==> config.mk <==
export PLATFORM = sky130hd
export DESIGN_NAME = executeStage
export DESIGN_NICKNAME = d
export VERILOG_FILES = /design/src/source/cpuPkg.sv /design/src/source/executeStage.sv
export VERILOG_INCLUDE_DIRS = /design/src /design/src/source
export SDC_FILE = /design/constraint.sdc
export NUM_CORES = 1
export LEC_CHECK = 0
export BUFFER_PORTS_ARGS = -buffer_cell sky130_fd_sc_hd__buf_4
export CAP_MARGIN = 20
export CELL_PAD_IN_SITES_DETAIL_PLACEMENT = 0
export CELL_PAD_IN_SITES_GLOBAL_PLACEMENT = 1
export CORE_ASPECT_RATIO = 0.8
export CORE_MARGIN = 2
export CORE_UTILIZATION = 39
export DETAILED_ROUTE_END_ITERATION = 7
export PLACE_DENSITY = 0.95
export SLEW_MARGIN = 25
export SYNTH_ARGS = -nofsm -noshare
export SYNTH_HDL_FRONTEND = slang
export SYNTH_SLANG_ARGS = --single-unit
==> constraint.sdc <==
create_clock -name vclk -period 17.4
set_clock_uncertainty 0.05 [all_clocks]
set_input_delay 3.48 -clock vclk [all_inputs]
set_output_delay 3.48 -clock vclk [all_outputs]
set_load 0.01 [all_outputs]
==> src/source/cpu_cfg.svh <==
`ifndef CPU_CFG_SVH
`define CPU_CFG_SVH

// data path and address width
`define CPU_XLEN 32

// memory depths in 32-bit words
`define CPU_IMEM_WORDS 256
`define CPU_DMEM_WORDS 256

`define CPU_RESET_PC 32'h0000_0000 // first fetch address

`endif
==> src/source/cpuPkg.sv <==
`include "cpu_cfg.svh"

package cpuPkg;

	typedef enum logic [5:0] {
		opSpecial = 6'h00,
		opBeq = 6'h04,
		opBne = 6'h05,
		opAddiu = 6'h09,
		opOri = 6'h0d,
		opLui = 6'h0f,
		opLw = 6'h23,
		opSw = 6'h2b
	} opcode_t;

	// function field of the SPECIAL opcode
	typedef enum logic [5:0] {
		fnAdd = 6'h20, fnAddu = 6'h21, fnSubu = 6'h23, fnAnd = 6'h24,
		fnOr = 6'h25, fnXor = 6'h26, fnSlt = 6'h2a
	} funct_t;

	typedef enum logic [3:0] {
		aluAdd, aluAddu, aluSubu, aluAnd, aluOr, aluXor, aluSlt, aluLui
	} aluOp_t;

	typedef enum logic [4:0] {
		excNone = 5'h00,
		excReservedInstr = 5'h0a,
		excOverflow = 5'h0c
	} excCode_t;

	typedef enum logic [1:0] {fwdReg, fwdMem, fwdWb} fwdSel_t;

	typedef struct packed {
		logic valid;
		logic [`CPU_XLEN-1:0] pc;
		logic [`CPU_XLEN-1:0] instr;
	} ifSlot_t;

	typedef struct packed {
		logic valid;
		logic [`CPU_XLEN-1:0] pc;
		aluOp_t aluOp;
		logic useImm;
		logic [`CPU_XLEN-1:0] imm;
		logic [`CPU_XLEN-1:0] opA, opB, storeData;
		logic [4:0] rs, rt, rd;
		logic regWrite, memRead, memWrite;
		logic isBeq, isBne;
		excCode_t excCode;
	} idSlot_t;

	typedef struct packed {
		logic valid;
		logic [`CPU_XLEN-1:0] pc;
		logic [`CPU_XLEN-1:0] result, storeData;
		logic [4:0] rd;
		logic regWrite, memRead, memWrite;
		excCode_t excCode;
	} exSlot_t;

	typedef struct packed {
		logic valid;
		logic [`CPU_XLEN-1:0] pc;
		logic [4:0] rd;
		logic regWrite;
		logic [`CPU_XLEN-1:0] data;
		excCode_t excCode;
	} wbSlot_t;

endpackage

==> src/source/executeStage.sv <==
`include "cpu_cfg.svh"

module executeStage (
	input cpuPkg::idSlot_t idCur,
	output cpuPkg::exSlot_t exNext,
	output logic branchTaken,
	output logic [`CPU_XLEN-1:0] branchTarget
);
	import cpuPkg::*;

	localparam int msb = `CPU_XLEN - 1;

	logic [`CPU_XLEN-1:0] aluB;
	logic [`CPU_XLEN-1:0] sum;
	logic [`CPU_XLEN-1:0] result;
	logic overflow;
	logic equal;

	assign aluB = idCur.useImm ? idCur.imm : idCur.opB;
	assign sum = idCur.opA + aluB;

	always_comb begin
		case (idCur.aluOp)
			aluAdd, aluAddu: result = sum;
			aluSubu: result = idCur.opA - aluB;
			aluAnd: result = idCur.opA & aluB;
			aluOr: result = idCur.opA | aluB;
			aluXor: result = idCur.opA ^ aluB;
			aluSlt: result = {{msb{1'b0}}, $signed(idCur.opA) < $signed(aluB)};
			aluLui: result = aluB << 16;
			default: result = sum;
		endcase
	end

	// signed overflow when both operands share a sign that the sum does not
	assign overflow = idCur.valid && (idCur.aluOp == aluAdd) && (idCur.excCode == excNone)
		&& (idCur.opA[msb] == aluB[msb]) && (sum[msb] != idCur.opA[msb]);

	always_comb begin
		exNext.valid = idCur.valid;
		exNext.pc = idCur.pc;
		exNext.result = result;
		exNext.storeData = idCur.storeData;
		exNext.rd = idCur.rd;
		exNext.regWrite = idCur.regWrite && !overflow;
		exNext.memRead = idCur.memRead;
		exNext.memWrite = idCur.memWrite;
		exNext.excCode = overflow ? excOverflow : idCur.excCode;
	end

	assign equal = (idCur.opA == idCur.opB);
	assign branchTaken = idCur.valid && ((idCur.isBeq && equal) || (idCur.isBne && !equal));
	assign branchTarget = idCur.pc + 4 + (idCur.imm << 2);

endmodule

### Yosys cells after proc, flatten, opt, wreduce, memory -nomap -nowiden

Index checks and enable logic that the tools add are counted.

| operators by class | value |
|---|---|
| $add $sub $neg | 4 |
| order comparisons | 1 |
| eq/ne operators | 9 |
| multiplexer cells | 3 |
| bitwise logic cells | 3 |
| reduce and logical (&&, ||, !) cells | 13 |

Operator list:

| cell | number |
|---|---|
| $pmux W32 S6 | 1 |
| $add A32 B32 Y32 | 2 |
| $add A32 B3 Y32 const B | 1 |
| $and A32 B32 Y32 | 1 |
| $eq A32 B32 Y1 | 1 |
| $lt A32 B32 Y1 | 1 |
| $mux W32 | 1 |
| $or A32 B32 Y32 | 1 |
| $sub A32 B32 Y32 | 1 |
| $xor A32 B32 Y32 | 1 |
| $eq A4 B3 Y1 const B | 4 |
| $eq A4 B2 Y1 const B | 2 |
| $logic_and A1 B1 Y1 | 8 |
| $logic_not A5 Y1 | 1 |
| $mux W5 | 1 |
| $logic_not A4 Y1 | 1 |
| $logic_not A1 Y1 | 2 |
| $eq A1 B1 Y1 | 1 |
| $logic_or A1 B1 Y1 | 1 |
| $ne A1 B1 Y1 | 1 |

| word-level totals | value |
|---|---|
| flip-flop bits (word level) | 0 |
| input port bits | 191 |
| output and inout port bits | 143 |
| logic and storage cells | 33 |

### Depth between registers and ports, before layout

| logic depth | value |
|---|---|
| depth in word-level cells | 7 |
| depth in mapped cells | 16 |

### Worst setup path after synthesis

OpenSTA, ideal clock, no wires.

| timing path | value |
|---|---|
| path kind | input -> output |
| from | input port idCur[153] (netlist bit) |
| to | output port exNext[76] (netlist bit) |
| arrival time | 6.932 ns |
| required time | 13.870 ns |
| path slack | 6.938 ns |
| stages | 15 |
| cells stage by stage | clkbuf_1 -> buf_2 -> buf_2 -> buf_2 -> mux2i_1 -> inv_1 -> ha_1 -> a21o_1 -> a21o_1 -> or3_1 -> a41oi_2 -> a21oi_2 -> o21a_2 -> a211o_1 -> a41o_1 |

RTL lines:

| item | line | RTL |
|---|---|---|
| start: declaration | executeStage.sv:4 | `input cpuPkg::idSlot_t idCur,` |
| end: declaration | executeStage.sv:5 | `output cpuPkg::exSlot_t exNext,` |

==> impl_metrics.csv <==
group,metric,value,unit
power_and_ir_drop,pwr_density_cell,45.41,nW/um^2
grt,grt_usage,0.2810,
clock_tree,cts_resized,0,
grt,met1_usage,0.3990,
routing,viasPerCell,5.970,
run,maxCapViolCount,0,
critical_path,required,13870,ps
power_and_ir_drop,combPwrFrac,1.000,
timing,fin_crit,11030,ps
synth,yosys_warnings,0,
grt,grt_pass1_vias,8657,
power_and_ir_drop,leakage,5.040,nW
synth,synth_top_family_by_area,"compound AO/OA/AOI/OAI gates",
synth,synthTopCellsByCount,"173 x ha_1, 109 x inv_1, 103 x a21oi_1",
finish,drive_above_1_share,0.2271,
synth,synthDistinctLibCells,93,
timing,whs,6910,ps
finish,fin_cells,1574,
floorplan,pin_count,334,
grt,grt_overflow,0,
timing,worst_pin_slew,997.5,ps
grt,met3_usage,0.04557,
floorplan,die_x,168.4,um
synth,synthAdderAreaFrac,0.2639,
synth,synth_compound_area_frac,0.3191,
placement,port_buffers,240,
synth,synth_fp_nets,1531,
synth,synth-xor-area-share,0.08623,
finish,final_util,0.4644,
power_and_ir_drop,total_power,450.9,uW
power_and_ir_drop,swShare,0.5731,
critical_path,crit_top_cell,"buf_4",
finish,fin_nets,1668,
power_and_ir_drop,p_int,192.5,uW
placement,hpwl,28180,um
routing,drc_errors,0,
synth,synth_area,8431,sq um
timing,finalSetupViolCount,0,
floorplan,num_rows,48,
routing,num_vias,9396,
grt,grt_start_max_net_pins,40,
grt,grt_pass1_wl,50160,um
grt,top_usage_layer,"met2",
floorplan,coreArea,21380,sq um
timing,fmax,90.68,MHz
critical_path,end_kind,"output pin",
synth,synth_cells,1164,
critical_path,max_stage_delay,590,ps
finish,nFillCells,2227,
power_and_ir_drop,irDropWorstVdd,28.62,uV
finish,regArea,0,sq um
grt,use_met2,0.4486,
timing,slew_viol_final,0,
timing,fin_crit_sh,0.6338,
routing,wl_per_cell,21.49,um
routing,drt-total-wl,33820,um
synth,synth_mux_area_frac,0.04571,
timing,rsz0062_at_grt,"no",
placement,dp_cells,1574,
critical_path,critPathLaunchType,"primary input",
status,outcome,"complete, no violations",
placement,place_congestion,1.021,
hold_path,holdCritPathClass,"primary input to output pin",
floorplan,die_h,135.5,um
synth,synth_top_area_frac,0.2568,
synth,synth_top_cell_by_area,"ha_1",
critical_path,cp.arrival,7500,ps
routing,postRouteAntennaNets,0,
finish,antennaDiodeCount,0,
placement,place_area,9930,sq um
timing,setup_ws,6372,ps
timing,finalHoldViolations,0,
floorplan,dieArea,22820,sq um
synth,synth_simple_gate_area_frac,0.1493,
timing,totalNegativeSetupSlack,0,ps
power_and_ir_drop,p_clk_frac,0,
clock_tree,hold_buffers,0,
finish,seq_cell_count,0,
floorplan,initial_core_util,0.3943,
synth,synth.most_common_cell,"ha_1",
timing,max_slew_margin,0.3330,
critical_path,cp_cell_sequence,"buf_4 -> mux2i_1 -> inv_1 -> fa_1 -> o21ba_1 -> or4_4 -> o21ai_4 -> a311oi_1 -> o41a_1 -> nor3_1 -> o22ai_1 -> xnor2_1 -> o211ai_1 -> buf_4",
power_and_ir_drop,power.switching,258.4,uW
synth,synth_area_leaders,"ha_1 26%, buf_4 6.7%, a21oi_1 6.1%",
routing,first_iter_violations,855,
routing,drtPass1Iterations,7,
critical_path,crit_slowest_cell,"mux2i_1",
critical_path,crit_fanout,32,
power_and_ir_drop,pwr-share-seq,0,
finish,syn_to_final_growth,17.78,%
critical_path,path_class,"primary input to output pin",
finish,final_area,9930,sq um
synth,ys_seq_area_frac,0,
clock_tree,post_cts_buffers,0,
finish,clkbuf_count,0,
synth,syn_avg_cell_area,7.243,sq um
placement,dp_worst_setup_slack,6393,ps
grt,antenna_found_initial,0,
==> routing by layer <==
layer  part of all wire  routed length [um]  up-vias
li1                   -                   -     4408
met2               0.44               14820      563
met1               0.44               14770     4374
met4              0.023                 788        0
met3               0.10                3449       51
met5                  0                   0        -
==> worst max-delay path, delay by kind of cell <==
kind / cells / cell delay [ps]
compound gates: 6 / 1390
xor+xnor: 1 / 150
fa+ha+maj: 1 / 430
buf+inv: 3 / 790
mux: 1 / 590
simple gates: 2 / 640
==> placed cells by master, fill, tap and decap left out, drive strengths merged, types with 4 or more instances in the layout <==
master    n
a21o     26
nand4     8
a221o     6
ha      173
a211o     7
o31ai     9
o21ai    68
o22ai    23
a221oi    8
a31oi    10
or2       4
nand2b   11
buf     246
xor2     44
nand2    62
o21bai   23
nor4     14
a22oi     4
o211ai    7
nor3     11
nor2     78
inv     116
mux2      4
and3     10
and2      5
mux2i    34
a21boi    4
nor2b    13
nand3    25
o221ai   17
a41oi     5
o21a     10
a21oi   107
xnor2    39
or3       5
a211oi   15
==> path summary, 6_finish.rpt <==
kind | start | to | cells past startpoint
max | idCur[153] | exNext[65] | 14
min | idCur[27] | exNext[15] | 0
==> logic make-up (layout without fill, tap and decap cells) <==
kind of cell               Yosys count  count (layout)
xor gates and xnor gates            83              83
buffers and inverters              228             363
adders and majority gates          176             176
muxes                               38              38
and+or+nand+nor                    257             257
AOI/OAI and AO/OA                  382             382
==> power by group through the flow <==
stage | registers, mW | logic, mW | clock network, mW
6_report | 0 | 0.451 | 0
5_1_grt | 0 | 0.487 | 0
4_1_cts | 0 | 0.443 | 0
3_3_place_gp | 0 | 0.438 | 0
2_1_floorplan | 0 | 0.284 | 0
3_5_place_dp | 0 | 0.441 | 0
==> layout make-up <==
cell class,instances,area [sq um],area share
inverter,117,439.2,0.04423
multi-input combinational,936,7300,0.7351
tap,275,344.1,0.03465
timing repair buffer,246,1847,0.1860
No activity file was read; power rests on OpenSTA's default activity.
