File: src/source/cpu_cfg.svh
`ifndef CPU_CFG_SVH
`define CPU_CFG_SVH

// data path and address width
`define CPU_XLEN 32

// memory depths in 32-bit words
`define CPU_IMEM_WORDS 256
`define CPU_DMEM_WORDS 256

`define CPU_RESET_PC 32'h0000_0000 // first fetch address

`endif
File: src/source/cpuPkg.sv
`include "cpu_cfg.svh"

package cpuPkg;

	typedef enum logic [5:0] {
		opSpecial = 6'h00,
		opBeq = 6'h04,
		opBne = 6'h05,
		opAddiu = 6'h09,
		opOri = 6'h0d,
		opLui = 6'h0f,
		opLw = 6'h23,
		opSw = 6'h2b
	} opcode_t;

	// function field of the SPECIAL opcode
	typedef enum logic [5:0] {
		fnAdd = 6'h20, fnAddu = 6'h21, fnSubu = 6'h23, fnAnd = 6'h24,
		fnOr = 6'h25, fnXor = 6'h26, fnSlt = 6'h2a
	} funct_t;

	typedef enum logic [3:0] {
		aluAdd, aluAddu, aluSubu, aluAnd, aluOr, aluXor, aluSlt, aluLui
	} aluOp_t;

	typedef enum logic [4:0] {
		excNone = 5'h00,
		excReservedInstr = 5'h0a,
		excOverflow = 5'h0c
	} excCode_t;

	typedef enum logic [1:0] {fwdReg, fwdMem, fwdWb} fwdSel_t;

	typedef struct packed {
		logic valid;
		logic [`CPU_XLEN-1:0] pc;
		logic [`CPU_XLEN-1:0] instr;
	} ifSlot_t;

	typedef struct packed {
		logic valid;
		logic [`CPU_XLEN-1:0] pc;
		aluOp_t aluOp;
		logic useImm;
		logic [`CPU_XLEN-1:0] imm;
		logic [`CPU_XLEN-1:0] opA, opB, storeData;
		logic [4:0] rs, rt, rd;
		logic regWrite, memRead, memWrite;
		logic isBeq, isBne;
		excCode_t excCode;
	} idSlot_t;

	typedef struct packed {
		logic valid;
		logic [`CPU_XLEN-1:0] pc;
		logic [`CPU_XLEN-1:0] result, storeData;
		logic [4:0] rd;
		logic regWrite, memRead, memWrite;
		excCode_t excCode;
	} exSlot_t;

	typedef struct packed {
		logic valid;
		logic [`CPU_XLEN-1:0] pc;
		logic [4:0] rd;
		logic regWrite;
		logic [`CPU_XLEN-1:0] data;
		excCode_t excCode;
	} wbSlot_t;

endpackage

File: src/source/pipeCtl.sv
interface pipeCtl;

	logic pcWr; // pc register write enable
	logic ifIdWr;
	logic idExWr;
	logic exMemWr;
	logic memWbWr;
	logic ifIdFlush;
	logic idExFlush; // also inserts the load-use bubble
	logic exMemFlush;
	logic memWbFlush;

	modport hazard (
		output pcWr, ifIdWr, idExWr, exMemWr, memWbWr,
		output ifIdFlush, idExFlush, exMemFlush, memWbFlush
	);

	modport regs (
		input pcWr, ifIdWr, idExWr, exMemWr, memWbWr,
		input ifIdFlush, idExFlush, exMemFlush, memWbFlush
	);

endinterface

File: src/source/pipeRegs.sv
module pipeRegs (
	input logic clk,
	input logic rst,
	pipeCtl.regs ctl,
	input cpuPkg::ifSlot_t ifNext,
	input cpuPkg::idSlot_t idNext,
	input cpuPkg::exSlot_t exNext,
	input cpuPkg::wbSlot_t wbNext,
	output cpuPkg::ifSlot_t ifCur,
	output cpuPkg::idSlot_t idCur,
	output cpuPkg::exSlot_t exCur,
	output cpuPkg::wbSlot_t wbCur
);
	import cpuPkg::*;

	// a cleared slot is a bubble, its pc is left as it was
	always_ff @(posedge clk) begin
		if (!rst || ctl.ifIdFlush) begin
			ifCur.valid <= 1'b0;
		end else if (ctl.ifIdWr) begin
			ifCur <= ifNext;
		end
	end

	always_ff @(posedge clk) begin
		if (!rst || ctl.idExFlush) begin
			idCur.valid <= 1'b0;
			idCur.regWrite <= 1'b0;
			idCur.memRead <= 1'b0;
			idCur.memWrite <= 1'b0;
			idCur.isBeq <= 1'b0;
			idCur.isBne <= 1'b0;
			idCur.excCode <= excNone;
		end else if (ctl.idExWr) begin
			idCur <= idNext;
		end
	end

	always_ff @(posedge clk) begin
		if (!rst || ctl.exMemFlush) begin
			exCur.valid <= 1'b0;
			exCur.regWrite <= 1'b0;
			exCur.memRead <= 1'b0;
			exCur.memWrite <= 1'b0;
			exCur.excCode <= excNone;
		end else if (ctl.exMemWr) begin
			exCur <= exNext;
		end
	end

	always_ff @(posedge clk) begin
		if (!rst || ctl.memWbFlush) begin
			wbCur.valid <= 1'b0;
			wbCur.regWrite <= 1'b0;
			wbCur.excCode <= excNone;
		end else if (ctl.memWbWr) begin
			wbCur <= wbNext;
		end
	end

endmodule

File: src/flat_wrapper.sv
// flat-port wrapper written by rule: the top's interface ports become plain ports
module pipeRegs_flat import cpuPkg::*;
  (clk, rst, ifNext, idNext, exNext, wbNext, ifCur, idCur, exCur, wbCur, ctl_pcWr, ctl_ifIdWr, ctl_idExWr, ctl_exMemWr, ctl_memWbWr, ctl_ifIdFlush, ctl_idExFlush, ctl_exMemFlush, ctl_memWbFlush);
  pipeCtl ctl_i ();
  input logic clk;
  input logic rst;
  input cpuPkg::ifSlot_t ifNext;
  input cpuPkg::idSlot_t idNext;
  input cpuPkg::exSlot_t exNext;
  input cpuPkg::wbSlot_t wbNext;
  output cpuPkg::ifSlot_t ifCur;
  output cpuPkg::idSlot_t idCur;
  output cpuPkg::exSlot_t exCur;
  output cpuPkg::wbSlot_t wbCur;
  input wire logic [$bits(ctl_i.pcWr)-1:0] ctl_pcWr;
  input wire logic [$bits(ctl_i.ifIdWr)-1:0] ctl_ifIdWr;
  input wire logic [$bits(ctl_i.idExWr)-1:0] ctl_idExWr;
  input wire logic [$bits(ctl_i.exMemWr)-1:0] ctl_exMemWr;
  input wire logic [$bits(ctl_i.memWbWr)-1:0] ctl_memWbWr;
  input wire logic [$bits(ctl_i.ifIdFlush)-1:0] ctl_ifIdFlush;
  input wire logic [$bits(ctl_i.idExFlush)-1:0] ctl_idExFlush;
  input wire logic [$bits(ctl_i.exMemFlush)-1:0] ctl_exMemFlush;
  input wire logic [$bits(ctl_i.memWbFlush)-1:0] ctl_memWbFlush;
  assign ctl_i.pcWr = ctl_pcWr;
  assign ctl_i.ifIdWr = ctl_ifIdWr;
  assign ctl_i.idExWr = ctl_idExWr;
  assign ctl_i.exMemWr = ctl_exMemWr;
  assign ctl_i.memWbWr = ctl_memWbWr;
  assign ctl_i.ifIdFlush = ctl_ifIdFlush;
  assign ctl_i.idExFlush = ctl_idExFlush;
  assign ctl_i.exMemFlush = ctl_exMemFlush;
  assign ctl_i.memWbFlush = ctl_memWbFlush;
  pipeRegs u_core (.clk(clk), .rst(rst), .ctl(ctl_i), .ifNext(ifNext), .idNext(idNext), .exNext(exNext), .wbNext(wbNext), .ifCur(ifCur), .idCur(idCur), .exCur(exCur), .wbCur(wbCur));
endmodule
File: config.mk
export PLATFORM = sky130hd
export DESIGN_NAME = pipeRegs_flat
export DESIGN_NICKNAME = d
export VERILOG_FILES = /design/src/source/cpuPkg.sv /design/src/source/pipeCtl.sv /design/src/source/pipeRegs.sv /design/src/flat_wrapper.sv
export VERILOG_INCLUDE_DIRS = /design/src /design/src/source
export SDC_FILE = /design/constraint.sdc
export NUM_CORES = 1
export LEC_CHECK = 0
export ABC_AREA = 1
export BUFFER_PORTS_ARGS = -buffer_cell sky130_fd_sc_hd__buf_4
export CAP_MARGIN = 40
export CORE_AREA = 2 2 345 347
export CTS_CLUSTER_SIZE = 14
export DETAILED_ROUTE_END_ITERATION = 10
export DIE_AREA = 0 0 347 349
export GPL_TIMING_DRIVEN = 1
export PLACE_DENSITY_LB_ADDON = 0.05
export SYNTH_ARGS = -nofsm -noshare
export SYNTH_HDL_FRONTEND = slang
export SYNTH_SLANG_ARGS = --single-unit
File: constraint.sdc
create_clock -name clk -period 29.8 [get_ports clk]
set_clock_uncertainty 0.1 [all_clocks]
set_input_delay 2.98 -clock clk [delete_from_list [all_inputs] [get_ports clk]]
set_output_delay 2.98 -clock clk [all_outputs]
set_load 0.005 [all_outputs]
Word-level counts from Yosys, hierarchy flattened. Cells that the tools add are included. Widths: inputs -> output; s select.

Logic and storage cells: 48. Bits of input ports: 453. Output and inout bits: 442. Flip-flop bits (word level): 442.

Reductions and logical operators: 9. Bitwise logic cells: 4.

Operator list (count): $reduce_and 2->1 (4); $logic_or 1x1->1 (4); $not 1->1 (4); $logic_not 1->1 (1).

Longest topological paths before layout.
Word-level depth: 4. Mapped depth: 4. Mapped depth without buffers: 3.

Worst setup path after synthesis. OpenSTA, ideal clock, no wires.

Path type: input-to-reg. From: in ctl_idExFlush. To: reg u_core.idCur[100] (netlist name). Buffers on the path: 1. Setup time: 723 ps. Stages on the path: 4. Setup slack: 18258 ps. Data arrival time: 10719 ps. Data required time: 28977 ps. Cell sequence: inv_1 > nand2_2 > buf_6 > nor2_1.

Word-level cells in the longest chain between the ends: 3.

RTL lines: from (decl) (RTL line flat_wrapper.sv:21) `input wire logic [$bits(ctl_i.idExFlush)-1:0] ctl_idExFlush;`; $logic_or 1x1->1 (RTL line pipeRegs.sv:26) `if (!rst || ctl.idExFlush) begin`; $not 1->1 (no source line); $reduce_and 2->1 (no source line).

No other way between the ends. A chain may end at the register's enable or synchronous reset.

Final worst setup path.
From: in rst. To: reg u_core.wbCur[60] (netlist name).

Word-level cells in the longest chain between the ends: 4.

RTL lines: from (decl) (RTL line flat_wrapper.sv:6) `input logic rst;`; $logic_not 1->1 (RTL line pipeRegs.sv:52) `if (!rst || ctl.memWbFlush) begin`; $logic_or 1x1->1 (RTL line pipeRegs.sv:52); $not 1->1 (no source line); $reduce_and 2->1 (no source line).

No other way between the ends.

==> out/results.txt <==
Hold Path Class -> reg2reg
Post-CTS Resized -> 0
largest family of logic cells by synthesized area -> simple AND/OR/NAND/NOR gates
Root Buffer -> clkbuf_16
Yosys Warn Count -> 0
Synth Instances -> 547
Iteration-0 DRC Markers -> 410
Clock Sinks -> 442
H-Tree Depth -> 2
Die Area -> 121,000 um2
CTS tree -> built
final instance area -> 24,100 um2
Starting Density -> 11.5%
die extent in x -> 347 um
RSZ-0062 raised after global routing -> no
CP max FO -> 44
classification of the worst setup path -> in2reg
first-pass GRT wire length -> 84,000 um
ratio of cells with drive above 1 in the final layout -> 63.9%
largest net degree at the start of global routing -> 149
vias in the first global route -> 9,542
gr ovfl total -> 0
Pre-Repair DR Iteration Count -> 5
row cnt -> 126
Setup violations, final -> 0
Slew headroom -> 33.9%
Final Max Slew Viols -> 0
DRT antenna net count -> 0
Worst Path Arrival -> 4.74 ns
gp weighted congestion -> 0.725
gr usage total -> 10.2%
CTS Buf Count -> 59
Port Buffers -> 893
worst path required time -> 29.96 ns
Seq/Total Area, Yosys -> 96.3%
Critical Path Sink Type -> register
area grow syn2layout -> 78.9%
Max Root-Sink Buffers -> 3
crit-path max cell delay -> 0.69 ns
final net count -> 1,957
final hold vios -> 0
core area -> 117,000 um2
synthesized area per cell -> 24.7 um2
Avg WL per Cell -> 21.0 um
VDD IR max -> 0.0000386 V
Place WS -> 24.44 ns
I/O pins -> 895
part of the cycle the worst path needs -> 15.3%
Worst-Margin Slew -> 0.991 ns
CP delay by family, top -> simple AND/OR/NAND/NOR gates
number of synthesized register bits -> 442
Synth Cell Area -> 13,500 um2
Post-CTS Hold Buffers -> 0
Post-Syn Nets -> 1,000
fraction of synthesized area in multiplexers -> 0%
Post-CTS Setup Bufs -> 0
filler cell count -> 12,600
Post-Synth Adder-Cell Area -> 0%
fraction of synthesized cell area in xor and xnor cells -> 0%
crit-path cells -> buf_4 > nand2_1 > nor2_4 > buf_4
DRC viols -> 0
synth unique cells -> 12
Period minus WS final -> 4.57 ns
Critical-path top delay cell -> nor2_4
CP Launch Type -> input port
Compound-Gate Fraction of Synth Area -> 1.29%
worst setup margin -> 25.23 ns
setup TNS after final layout -> 0 ns
Vias -> 9,093
Lkg Pwr -> 9.48 nW
DP Area -> 22,200 um2
total power -> 1.55 mW
Max-Cap Viols -> 0
Routed WL -> 65,100 um
Worst path most repeated cell -> buf_4
pwr/cell area -> 64.1 nW/um2
Buf+Inv Stages, Crit Path -> 2
HPWL after DPL -> 52,000 um
CTS clk-pin slew, worst paths -> 0.06 ns
Post-Synth Simple-Gate Area -> 1.82%
drt via density -> 2.94
clk_lat worst skew -> 0.63 ns
fmax -> 219 MHz
initial antenna violation count -> 13
die outline height -> 349 um
status -> completed
-- worst register-to-register path, delay by kind of cell, from the launching register on --
kind | cells | cell delay [ns]
flip-flops | 1 | 0.37
AO/OA/AOI/OAI | 1 | 0.11
AND/OR/NAND/NOR | 1 | 0.07
-- layout by cell type, fill, tap and decap left out, drive strengths merged --
cell type / n
a21oi: 28
buf: 901
bufinv: 6
clkbuf: 78
clkinv: 24
clkinvlp: 1
dfxtp: 28
diode: 6
edfxtp: 414
inv: 9
nand2: 60
nor2: 4
-- registers in the layout, indices dropped and copies added (netlist names) --
register,count
u_core.wbCur,76
u_core.ifCur,65
u_core.idCur,191
u_core.exCur,110
-- cell type report --
cell class              instances  area, um2  area share (%)
multi-input cells              92        449            1.86
diodes                          6       15.0          0.0622
clock inverters                32        303            1.25
well taps                    1536       1920            7.96
inverters                       8       30.0           0.124
flip-flops and latches        442      13000            53.8
clock buffers                  78       1590            6.59
repair buffers                901       6830            28.3
-- power breakdown --
| group | total, mW | leakage [nW] | internal (mW) | switching, mW |
|---|---|---|---|---|
| registers | 0.719 | 4.03 | 0.711 | 0.00821 |
| logic | 0.114 | 4.53 | 0.0702 | 0.0441 |
| clock network | 0.713 | 0.914 | 0.423 | 0.289 |
-- stage by stage --
stage | utilization [%] | hold WS, ns | cells
3_5_place_dp | 18.9 | 0.358 | 2979
2_1_floorplan | - | 0.352 | 547
6_report | 20.5 | 0.368 | 3095
4_1_cts | 20.5 | 0.368 | 3089
5_1_grt | 20.5 | 0.380 | 3092
3_3_place_gp | 18.9 | 0.356 | 2975
-- layer usage --
| layer | global-route usage (%) | share of wire (%) | vias to the layer above | wire length (um) |
|---|---|---|---|---|
| met3 | 4.70 | 9.8 | 100 | 6400 |
| met4 | 4.02 | 3.1 | 10 | 1990 |
| met5 | 0 | 0.10 | - | 67 |
| met1 | 8.46 | 29 | 4452 | 18700 |
| met2 | 20.4 | 58 | 455 | 38000 |
| li1 | - | - | 4076 | - |
-- synthesized netlist by cell type, drive strengths merged --
library cell  instances  area (um2)
dfxtp                28         561
nor2                  4        15.0
inv                   8        30.0
nand2                60         230
buf                   5        46.3
a21oi                28         174
edfxtp              414       12400
-- logic make-up (layout without fill, tap and decap cells) --
family	Yosys count	after routing
AOI/OAI and AO/OA	28	28
buffers and inverters	13	1019
and+or+nand+nor	64	64
DFF	442	442
other	0	6
-- path summary, 6_finish.rpt --
| check | start | to | slack (ns) | cells past startpoint |
|---|---|---|---|---|
| max | rst | u_core.wbCur[60] | 25.23 | 4 |
| min | u_core.wbCur[1] | u_core.wbCur[1] | 0.37 | 2 |
| max reg2reg | u_core.wbCur[37] | u_core.wbCur[37] | 29.08 | 2 |
| min reg2reg | u_core.wbCur[1] | u_core.wbCur[1] | 0.37 | 2 |
No activity file was read; power rests on OpenSTA's default activity.
