==> src/source/cpu_cfg.svh <==
`ifndef CPU_CFG_SVH
`define CPU_CFG_SVH

// data path and address width
`define CPU_XLEN 32

// memory depths in 32-bit words
`define CPU_IMEM_WORDS 256
`define CPU_DMEM_WORDS 256

`define CPU_RESET_PC 32'h0000_0000 // first fetch address

`endif
==> src/source/cpuPkg.sv <==
`include "cpu_cfg.svh"

package cpuPkg;

	typedef enum logic [5:0] {
		opSpecial = 6'h00,
		opBeq = 6'h04,
		opBne = 6'h05,
		opAddiu = 6'h09,
		opOri = 6'h0d,
		opLui = 6'h0f,
		opLw = 6'h23,
		opSw = 6'h2b
	} opcode_t;

	// function field of the SPECIAL opcode
	typedef enum logic [5:0] {
		fnAdd = 6'h20, fnAddu = 6'h21, fnSubu = 6'h23, fnAnd = 6'h24,
		fnOr = 6'h25, fnXor = 6'h26, fnSlt = 6'h2a
	} funct_t;

	typedef enum logic [3:0] {
		aluAdd, aluAddu, aluSubu, aluAnd, aluOr, aluXor, aluSlt, aluLui
	} aluOp_t;

	typedef enum logic [4:0] {
		excNone = 5'h00,
		excReservedInstr = 5'h0a,
		excOverflow = 5'h0c
	} excCode_t;

	typedef enum logic [1:0] {fwdReg, fwdMem, fwdWb} fwdSel_t;

	typedef struct packed {
		logic valid;
		logic [`CPU_XLEN-1:0] pc;
		logic [`CPU_XLEN-1:0] instr;
	} ifSlot_t;

	typedef struct packed {
		logic valid;
		logic [`CPU_XLEN-1:0] pc;
		aluOp_t aluOp;
		logic useImm;
		logic [`CPU_XLEN-1:0] imm;
		logic [`CPU_XLEN-1:0] opA, opB, storeData;
		logic [4:0] rs, rt, rd;
		logic regWrite, memRead, memWrite;
		logic isBeq, isBne;
		excCode_t excCode;
	} idSlot_t;

	typedef struct packed {
		logic valid;
		logic [`CPU_XLEN-1:0] pc;
		logic [`CPU_XLEN-1:0] result, storeData;
		logic [4:0] rd;
		logic regWrite, memRead, memWrite;
		excCode_t excCode;
	} exSlot_t;

	typedef struct packed {
		logic valid;
		logic [`CPU_XLEN-1:0] pc;
		logic [4:0] rd;
		logic regWrite;
		logic [`CPU_XLEN-1:0] data;
		excCode_t excCode;
	} wbSlot_t;

endpackage

==> src/source/pipeCtl.sv <==
interface pipeCtl;

	logic pcWr; // pc register write enable
	logic ifIdWr;
	logic idExWr;
	logic exMemWr;
	logic memWbWr;
	logic ifIdFlush;
	logic idExFlush; // also inserts the load-use bubble
	logic exMemFlush;
	logic memWbFlush;

	modport hazard (
		output pcWr, ifIdWr, idExWr, exMemWr, memWbWr,
		output ifIdFlush, idExFlush, exMemFlush, memWbFlush
	);

	modport regs (
		input pcWr, ifIdWr, idExWr, exMemWr, memWbWr,
		input ifIdFlush, idExFlush, exMemFlush, memWbFlush
	);

endinterface

==> src/source/hazardUnit.sv <==
module hazardUnit (
	input cpuPkg::ifSlot_t ifCur,
	input cpuPkg::idSlot_t idCur,
	input cpuPkg::exSlot_t exCur,
	input cpuPkg::wbSlot_t wbCur,
	input logic [4:0] rs,
	input logic [4:0] rt,
	input logic branchTaken,
	pipeCtl.hazard ctl,
	output cpuPkg::fwdSel_t fwdA,
	output cpuPkg::fwdSel_t fwdB
);
	import cpuPkg::*;

	logic loadUse;

	// the younger producer is checked last so it takes priority
	function automatic fwdSel_t pick(input logic [4:0] src);
		fwdSel_t sel;
		sel = fwdReg;
		if (src != 5'd0 && wbCur.valid && wbCur.regWrite && wbCur.rd == src) begin
			sel = fwdWb;
		end
		if (src != 5'd0 && exCur.valid && exCur.regWrite && exCur.rd == src) begin
			sel = fwdMem;
		end
		return sel;
	endfunction

	always_comb begin
		fwdA = pick(rs);
		fwdB = pick(rt);
	end

	// load data only exists once the load has left execute
	assign loadUse = ifCur.valid && idCur.valid && idCur.memRead && (idCur.rd != 5'd0)
		&& (idCur.rd == rs || idCur.rd == rt);

	assign ctl.pcWr = !loadUse || branchTaken;
	assign ctl.ifIdWr = !loadUse;
	assign ctl.idExWr = 1'b1;
	assign ctl.exMemWr = 1'b1;
	assign ctl.memWbWr = 1'b1;
	assign ctl.ifIdFlush = branchTaken;
	assign ctl.idExFlush = branchTaken || loadUse;
	assign ctl.exMemFlush = 1'b0;
	assign ctl.memWbFlush = 1'b0;

endmodule

==> src/flat_wrapper.sv <==
// flat-port wrapper written by rule: the top's interface ports become plain ports
module hazardUnit_flat import cpuPkg::*;
  (ifCur, idCur, exCur, wbCur, rs, rt, branchTaken, fwdA, fwdB, ctl_pcWr, ctl_ifIdWr, ctl_idExWr, ctl_exMemWr, ctl_memWbWr, ctl_ifIdFlush, ctl_idExFlush, ctl_exMemFlush, ctl_memWbFlush);
  pipeCtl ctl_i ();
  input cpuPkg::ifSlot_t ifCur;
  input cpuPkg::idSlot_t idCur;
  input cpuPkg::exSlot_t exCur;
  input cpuPkg::wbSlot_t wbCur;
  input logic [4:0] rs;
  input logic [4:0] rt;
  input logic branchTaken;
  output cpuPkg::fwdSel_t fwdA;
  output cpuPkg::fwdSel_t fwdB;
  output wire logic [$bits(ctl_i.pcWr)-1:0] ctl_pcWr;
  output wire logic [$bits(ctl_i.ifIdWr)-1:0] ctl_ifIdWr;
  output wire logic [$bits(ctl_i.idExWr)-1:0] ctl_idExWr;
  output wire logic [$bits(ctl_i.exMemWr)-1:0] ctl_exMemWr;
  output wire logic [$bits(ctl_i.memWbWr)-1:0] ctl_memWbWr;
  output wire logic [$bits(ctl_i.ifIdFlush)-1:0] ctl_ifIdFlush;
  output wire logic [$bits(ctl_i.idExFlush)-1:0] ctl_idExFlush;
  output wire logic [$bits(ctl_i.exMemFlush)-1:0] ctl_exMemFlush;
  output wire logic [$bits(ctl_i.memWbFlush)-1:0] ctl_memWbFlush;
  assign ctl_pcWr = ctl_i.pcWr;
  assign ctl_ifIdWr = ctl_i.ifIdWr;
  assign ctl_idExWr = ctl_i.idExWr;
  assign ctl_exMemWr = ctl_i.exMemWr;
  assign ctl_memWbWr = ctl_i.memWbWr;
  assign ctl_ifIdFlush = ctl_i.ifIdFlush;
  assign ctl_idExFlush = ctl_i.idExFlush;
  assign ctl_exMemFlush = ctl_i.exMemFlush;
  assign ctl_memWbFlush = ctl_i.memWbFlush;
  hazardUnit u_core (.ifCur(ifCur), .idCur(idCur), .exCur(exCur), .wbCur(wbCur), .rs(rs), .rt(rt), .branchTaken(branchTaken), .ctl(ctl_i), .fwdA(fwdA), .fwdB(fwdB));
endmodule
==> config.mk <==
export PLATFORM = sky130hd
export DESIGN_NAME = hazardUnit_flat
export DESIGN_NICKNAME = d
export VERILOG_FILES = /design/src/source/cpuPkg.sv /design/src/source/pipeCtl.sv /design/src/source/hazardUnit.sv /design/src/flat_wrapper.sv
export VERILOG_INCLUDE_DIRS = /design/src /design/src/source
export SDC_FILE = /design/constraint.sdc
export NUM_CORES = 1
export LEC_CHECK = 0
export BUFFER_PORTS_ARGS = -buffer_cell sky130_fd_sc_hd__buf_4
export CAP_MARGIN = 40
export CORE_AREA = 5 5 176 178
export DETAILED_ROUTE_END_ITERATION = 6
export DIE_AREA = 0 0 181 183
export GPL_TIMING_DRIVEN = 1
export SETUP_SLACK_MARGIN = 0.05
export SLEW_MARGIN = 10
export SYNTH_ARGS = -nofsm -noshare
export SYNTH_HDL_FRONTEND = slang
export SYNTH_SLANG_ARGS = --single-unit
==> constraint.sdc <==
create_clock -name vclk -period 2.6
set_clock_uncertainty 0.2 [all_clocks]
set_input_delay 0.78 -clock vclk [all_inputs]
set_output_delay 0.78 -clock vclk [all_outputs]
set_load 0.02 [all_outputs]
[After elaboration in Yosys (flattened, before gate mapping)]
Cells that the tools add are included.
W data, S select, Z words.
Operators by class
  equal/unequal tests: 6
  mux-type cells: 4
  reduce and logical (&&, ||, !) cells: 23
Operator list (number)
  $eq A5 B5 Y1: 6
  $logic_and A1 B1 Y1: 16
  $reduce_bool A5 Y1: 3
  $mux W2: 4
  $logic_or A1 B1 Y1: 3
  $logic_not A1 Y1: 1
Storage, ports and cells
  bits in registers: 0
  bits of input ports: 453
  output and inout port bits: 13
  word-level logic and storage cells: 33

[Longest topological paths before layout]
Gate-level depths: netlist (run 1).
  depth after elaboration: 6
  gate-level depth with buffers: 4
  gate-level depth less buffers: 4

[Worst setup path after synthesis (run 1)]
No wires, ideal clock.
  path type: input -> output
  from: input port rs[1]
  to: output port fwdA[1]
  arrival time: 2025 ps
  required time: 1620 ps
  slack: -405 ps
  stages on the path: 4
  buffers on the path: 0
  path through: or4_4 nor2_4 nor4_2 nor4_2
On the way
  longest elaborated chain between the ends: 6
  elaborated cells on any way between the ends: 11
  classes of those cells: eq/ne: 2; mux: 2; reduce/logical: 7
Ends and longest elaborated chain
  start, declared: RTL line flat_wrapper.sv:9  | input logic [4:0] rs;
  $reduce_bool A5 Y1: RTL line hazardUnit.sv:21, hazardUnit.sv:24
  $logic_and A1 B1 Y1 (3 in series): RTL line hazardUnit.sv:21  | if (src != 5'd0 && wbCur.valid && wbCur.regWrite && wbCur.rd == src) begin
  $mux W2: RTL line hazardUnit.sv:21
  $mux W2 (*): RTL line hazardUnit.sv:24  | if (src != 5'd0 && exCur.valid && exCur.regWrite && exCur.rd == src) begin
  end, declared: RTL line flat_wrapper.sv:12  | output cpuPkg::fwdSel_t fwdA;
Mark *: on every way between the ends. The rest lies on a longest branch, timed or not.

[Final worst setup path (run 1)]
  from: input port idCur[10] in the netlist's numbering
  to: output port ctl_idExFlush
On the way
  longest elaborated chain between the ends: 4
  elaborated cells on any way between the ends: 7
  classes of those cells: eq/ne: 2; reduce/logical: 5
Ends and longest elaborated chain
  start, declared: RTL line flat_wrapper.sv:6  | input cpuPkg::idSlot_t idCur;
  $eq A5 B5 Y1 or $reduce_bool A5 Y1 (tied branches): RTL line hazardUnit.sv:37, hazardUnit.sv:36
  $logic_or A1 B1 Y1 or $logic_and A1 B1 Y1 (tied branches): RTL line hazardUnit.sv:37, hazardUnit.sv:36
  $logic_and A1 B1 Y1 (*): RTL line hazardUnit.sv:37  | && (idCur.rd == rs || idCur.rd == rt);
  $logic_or A1 B1 Y1 (*): RTL line hazardUnit.sv:45  | assign ctl.idExFlush = branchTaken || loadUse;
  end, declared: RTL line flat_wrapper.sv:20  | output wire logic [$bits(ctl_i.idExFlush)-1:0] ctl_idExFlush;
Marked as above.

==> summary.txt, run 1 <==
Floorplanning
  – Die Area: 33120 µm²
  – Die Width: between 150 and 200 µm
  – Floorplan row count: between 60 and 70
  – Area of the core: between 20000 and 30000 µm²
  – Initial Utilization: ~1.8%
  – Die H: between 150 and 200 µm
  – Top-Level Pins: between 400 and 500

Power and ir drop
  – Pwr/cell area: around 120 nW/µm²
  – Leak: 0.0005383 µW
  – Total power: 203.7 µW
  – Max VDD drop: ~74 µV

GRT
  – Largest net degree at the start of global routing: 5
  – Global-route wire length before repair: around 5000 µm
  – Vias in the first global route: between 700 and 800
  – GRT overflow: 0
  – Initial antenna violation count: 0
  – Tot GR Track Use: approximately 2.1%

Timing
  – Hold Slack: ~1.6 ns
  – Final worst setup slack: -0.4542 ns
  – Final period utilization: 117.5%
  – Final hold vios: 0
  – Unrepaired setup endpoints after global routing: true
  – Final min period: just over 3 ns
  – Fin. max-slew vios: 0
  – Setup violators final: 7
  – Fmax: roughly 0.33 GHz

Setup path
  – Worst endpoint data arrival time: 2.07 ns
  – Crit path buf inv count: 4
  – Worst-path cell chain: buf_6 > or4_4 > o2111ai_4 > buf_6 > inv_4 > a21o_1 > buf_6
  – CP max FO: 3
  – Startpoint Class: input pin
  – Crit-path most repeated cell: buf_6
  – CP delay by family, top: simple AND/OR/NAND/NOR gates
  – Critical Path Max Stage Delay: between 0.5 and 0.6 ns
  – Slowest-stage cell, CP: or4_4
  – Crit Path Class: in -> out
  – Worst Setup End Kind: output port
  – Worst EP required: 1.62 ns

Drt
  – DRT iter0 DRCs: 6
  – Top layer in use: met3
  – DR vias: 704
  – Post-Route WL: about 3700 µm
  – Routed Antenna Nets: 0
  – DR WL met2: 1751 µm
  – Drt pass-1 iters: 4
  – Average wire per standard cell: 7.013 µm
  – Met1 WL: 1772 µm
  – DRC viols: 0
  – Vias per cell: about 1.4
  – Met3 wire length: 129 µm

Synthesis
  – Yosys top cell area share: 45.54%
  – Cells after Synth: between 60 and 70
  – Synth top area cells: xnor2_1 46%, nor4_2 9.6%, buf_4 8.7%
  – Top post-synthesis cells by count: 27 x xnor2_1, 6 x buf_4, 5 x nand2_1
  – Yosys top cell by area: xnor2_1
  – Syn Area/Cell: roughly 7.9 µm²
  – Netlist area before placement: between 500 and 600 µm²
  – Cell variety after synth: 18
  – Post-synthesis sequential area ratio: 0%
  – Syn. warnings: 0
  – Most frequent cell after synthesis: xnor2_1

Cells and area
  – Fillers: between 3000 and 4000
  – Register area: 0 µm²
  – Diode count: 0
  – Final #Nets: between 500 and 600
  – Design Area, Final: ~1700 µm²
  – Number of sequential cells: 0
  – Number of clock buffers in the layout: 0
  – P&R area growth vs syn: 230.4%
  – Share of cells above drive strength 1: 70.99%

Placement
  – Gpl congestion: approximately 0.67
  – Placed cell area: 1475 µm²
  – PortBufs: 41
  – HPWL Detailed: between 3000 and 4000 µm

Status
  – Violated checks: setup timing
  – Status: complete, but fails checks

Run
  – Max-cap violations: 0

Clock tree
  – Cts hold-fix bufs: 0

Min path
  – HP Class: in -> out
[path summary, 6_finish.rpt]
| kind | cells past startpoint | end | startpoint |
|---|---|---|---|
| hold / removal | 2 | ctl_ifIdFlush | branchTaken |
| setup / recovery | 7 | ctl_idExFlush | idCur[10] |
[final cells by class]
cell class	count	area [µm²]	share of cell area (%)
inverter	3	16.27	0.9482
multi-input combinational	60	610.6	35.59
tap	390	488.0	28.45
timing repair buffer	68	600.6	35.01
[cells in the final DEF, fill, tap and decap left out, drive strengths merged]
cell	netlist	final
nand2	5	5
nand3	4	4
o22ai	1	1
nand4	3	3
conb	2	5
or4	3	3
buf	6	68
o2111ai	1	1
nor2	2	2
a221o	1	1
xnor2	27	27
nand3b	1	1
a21o	1	1
xor2	1	1
nor4	4	4
inv	3	3
o221ai	1	1
[through the flow]
stage          instances  utilization, %  setup TNS (ns)  setup WS, ns
6_report             521           5.866          -2.492       -0.4542
3_3_place_gp         516           5.044          -3.286       -0.5857
5_1_grt              521           5.866          -2.901       -0.5089
4_1_cts              520           5.656          -2.637       -0.4981
3_5_place_dp         516           5.044          -3.245       -0.5789
2_1_floorplan         69               -         -0.7550       -0.2107
[power by group]
part	internal, µW	switching (µW)
Clock	0	0
Combinational	114	89.6
Sequential	0	0
Total	114	89.6
[logic make-up (layout without fill, tap and decap cells)]
group	Yosys count	after routing	share of synthesized area (%)
xor gates and xnor gates	28	28	47.23
and+or+nand+nor	22	22	32.29
buffers and inverters	9	71	10.84
AOI/OAI and AO/OA	5	5	8.195
other	2	5	1.446
[metal layers]
layer  vias to the layer above  GRT usage, %
li1                        350             -
met4                         0             0
met1                       326         3.033
met3                         0        0.1388
met5                         -             0
met2                        28         3.581
[what timing repair did]
| item | in CTS | in global routing |
|---|---|---|
| endpoints found under the setup margin | 7 | 7 |
| gates resized for setup | 34 | 10 |
| setup buffers | 4 | 1 |
| pin swaps | 8 | 11 |
No activity file was read; power rests on OpenSTA's default activity.
==> run 2: changes to the inputs <==
Settings changed: CELL_PAD_IN_SITES_DETAIL_PLACEMENT set to 0, CELL_PAD_IN_SITES_GLOBAL_PLACEMENT set to 1, PLACE_DENSITY_LB_ADDON set to 0.1.
==> run 2 against run 1 <==
The flow still finishes with violations (setup timing); die area is the same; utilization is 0.19 points higher; wire length rose by 16%; cell area grew 3.3%; global-route usage increased by 0.36 points; worst hold slack improved by 0.0032 ns; final cell count grew 0.58%; first-iteration DRC count down 17%; non-clock buffer count increased by 3; sequential share of layout area unchanged; power rose by 10%; largest cell class unchanged.
==> summary.txt, run 2 (synthesis gave the netlist of run 1 again) <==
Status
  – Status: complete, but fails checks (unchanged)
  – Violated checks: setup timing (unchanged)

Drt
  – Average wire per standard cell: 8.113 µm (was 7.013 µm)
  – DRT iter0 DRCs: 5 (was 6)
  – Post-Route WL: 4251 µm (was 3654 µm)
  – Drt pass-1 iters: 2 (was 4)
  – DRC viols: 0 (unchanged)
  – Routed Antenna Nets: 0 (unchanged)
  – Vias per cell: 1.380 (was 1.351)
  – DR vias: 723 (was 704)

GRT
  – Initial antenna violation count: 1 (was 0)
  – Global-route wire length before repair: 5996 µm (was 5016 µm)
  – Largest net degree at the start of global routing: 5 (unchanged)
  – Tot GR Track Use: 2.434% (was 2.073%)
  – GRT overflow: 0 (unchanged)
  – Vias in the first global route: 828 (was 734)

Placement
  – PortBufs: 41 (unchanged)
  – Gpl congestion: 0.5823 (was 0.6732)
  – HPWL Detailed: 4144 µm (was 3355 µm)
  – Placed Cells: 521 (was 516)
  – Setup WS pre-CTS: -0.7259 ns (was -0.5789 ns)
  – Placed cell area: 1525 µm² (was 1475 µm²)

Floorplanning
  – Top-Level Pins: 466 (unchanged)
  – Die H: 183 µm (unchanged)
  – Die Width: 181 µm (unchanged)
  – Initial Utilization: 1.776% (unchanged)
  – Die Area: 33120 µm² (unchanged)
  – Area of the core: 29240 µm² (unchanged)
  – Floorplan row count: 63 (unchanged)

Cells and area
  – Design Area, Final: 1772 µm² (was 1715 µm²)
  – P&R area growth vs syn: 241.2% (was 230.4%)
  – Final #Nets: 589 (was 586)
  – Number of sequential cells: 0 (unchanged)
  – Diode count: 0 (unchanged)
  – Leading cell type in the layout, fill and taps excluded: buf_4 (unchanged)
  – Commonest cells after routing, fill and taps aside: 50 x buf_4, 20 x xnor2_1, 17 x buf_6, 5 x xnor2_2, 5 x conb_1 (was 48 x buf_4, 21 x xnor2_1, 16 x buf_6, 6 x xnor2_2, 5 x conb_1)
  – Register area: 0 µm² (unchanged)
  – Post-Layout Cell Count: 524 (was 521)
  – Number of clock buffers in the layout: 0 (unchanged)
  – Share of cells above drive strength 1: 72.39% (was 70.99%)

Setup path
  – CP max FO: 3 (unchanged)
  – Worst Setup EP: ctl_idExFlush (unchanged)
  – Crit Path Class: in -> out (unchanged)
  – Setup crit start: idCur[10] (unchanged)
  – Worst endpoint data arrival time: 2.08 ns (was 2.07 ns)
  – Worst EP required: 1.62 ns (about the same)
  – Startpoint Class: input pin (unchanged)
  – Worst Setup End Kind: output port (unchanged)

Timing
  – Hold Slack: 1.580 ns (was 1.577 ns)
  – Unrepaired setup endpoints after global routing: true (unchanged)
  – Setup violators final: 7 (unchanged)
  – Final min period: 3.056 ns (was 3.054 ns)
  – Final period utilization: 117.6% (was 117.5%)
  – Final hold vios: 0 (unchanged)
  – Final worst setup slack: -0.4563 ns (was -0.4542 ns)
  – Fmax: 0.3272 GHz (was 0.3274 GHz)
  – Fin. max-slew vios: 0 (unchanged)

Power and ir drop
  – Max VDD drop: 23.39 µV (was 74.35 µV)
  – Leak: 0.0005611 µW (was 0.0005383 µW)
  – Pwr/cell area: 126.5 nW/µm² (was 118.8 nW/µm²)
  – Total power: 224.2 µW (was 203.7 µW)

Run
  – Max-cap violations: 0 (unchanged)

Min path
  – HP Class: in -> out (unchanged)
## run 2: worst min-delay path by stage
stage                          endpoint  cells past startpoint         from
after floorplan           ctl_ifIdFlush                      1  branchTaken
after global placement    ctl_ifIdFlush                      2  branchTaken
after detailed placement  ctl_ifIdFlush                      2  branchTaken
after CTS                 ctl_ifIdFlush                      2  branchTaken
after global routing      ctl_ifIdFlush                      2  branchTaken
final                     ctl_ifIdFlush                      2  branchTaken
## run 2: repair_timing
item	in CTS	in global routing
gates resized for setup	31	13
endpoints found under the setup margin	7	7
setup buffers	3	1
hold buffers	0	0
pin swaps	12	8
hold endpoints to repair	0	0
## run 2: cell type report
cell class,count,area (µm²)
Fill cell,3427,27470
Multi-Input combinational cell,60,638.1
Timing Repair Buffer,71,631.9
Tap cell,390,488.0
Inverter,3,13.76
## run 2: report_power, final
group,switching (µW),internal (µW)
logic,99.2,125
registers,0,0
clock network,0,0
## run 2: through the flow
step                      TNS [ns]  util (%)
final                       -2.489     6.058
after global routing        -2.933     6.058
after CTS                   -2.867     5.750
after detailed placement    -3.787     5.215
after global placement      -3.803     5.215
after floorplan            -0.7550         -
## run 2: layer usage
layer	vias to the layer above	GRT usage (%)	share of wire, %
met4	2	0	0
met5	-	0	0.31
met1	337	3.308	45
met3	2	0.6942	7.1
met2	24	4.120	48
li1	358	-	-
## run 2: worst max-delay path, cell delays in order
cell       delay (ns)
buf_6            0.09
or4_4            0.54
o2111ai_4        0.22
buf_6            0.13
inv_4            0.03
a21o_1           0.15
buf_6            0.13
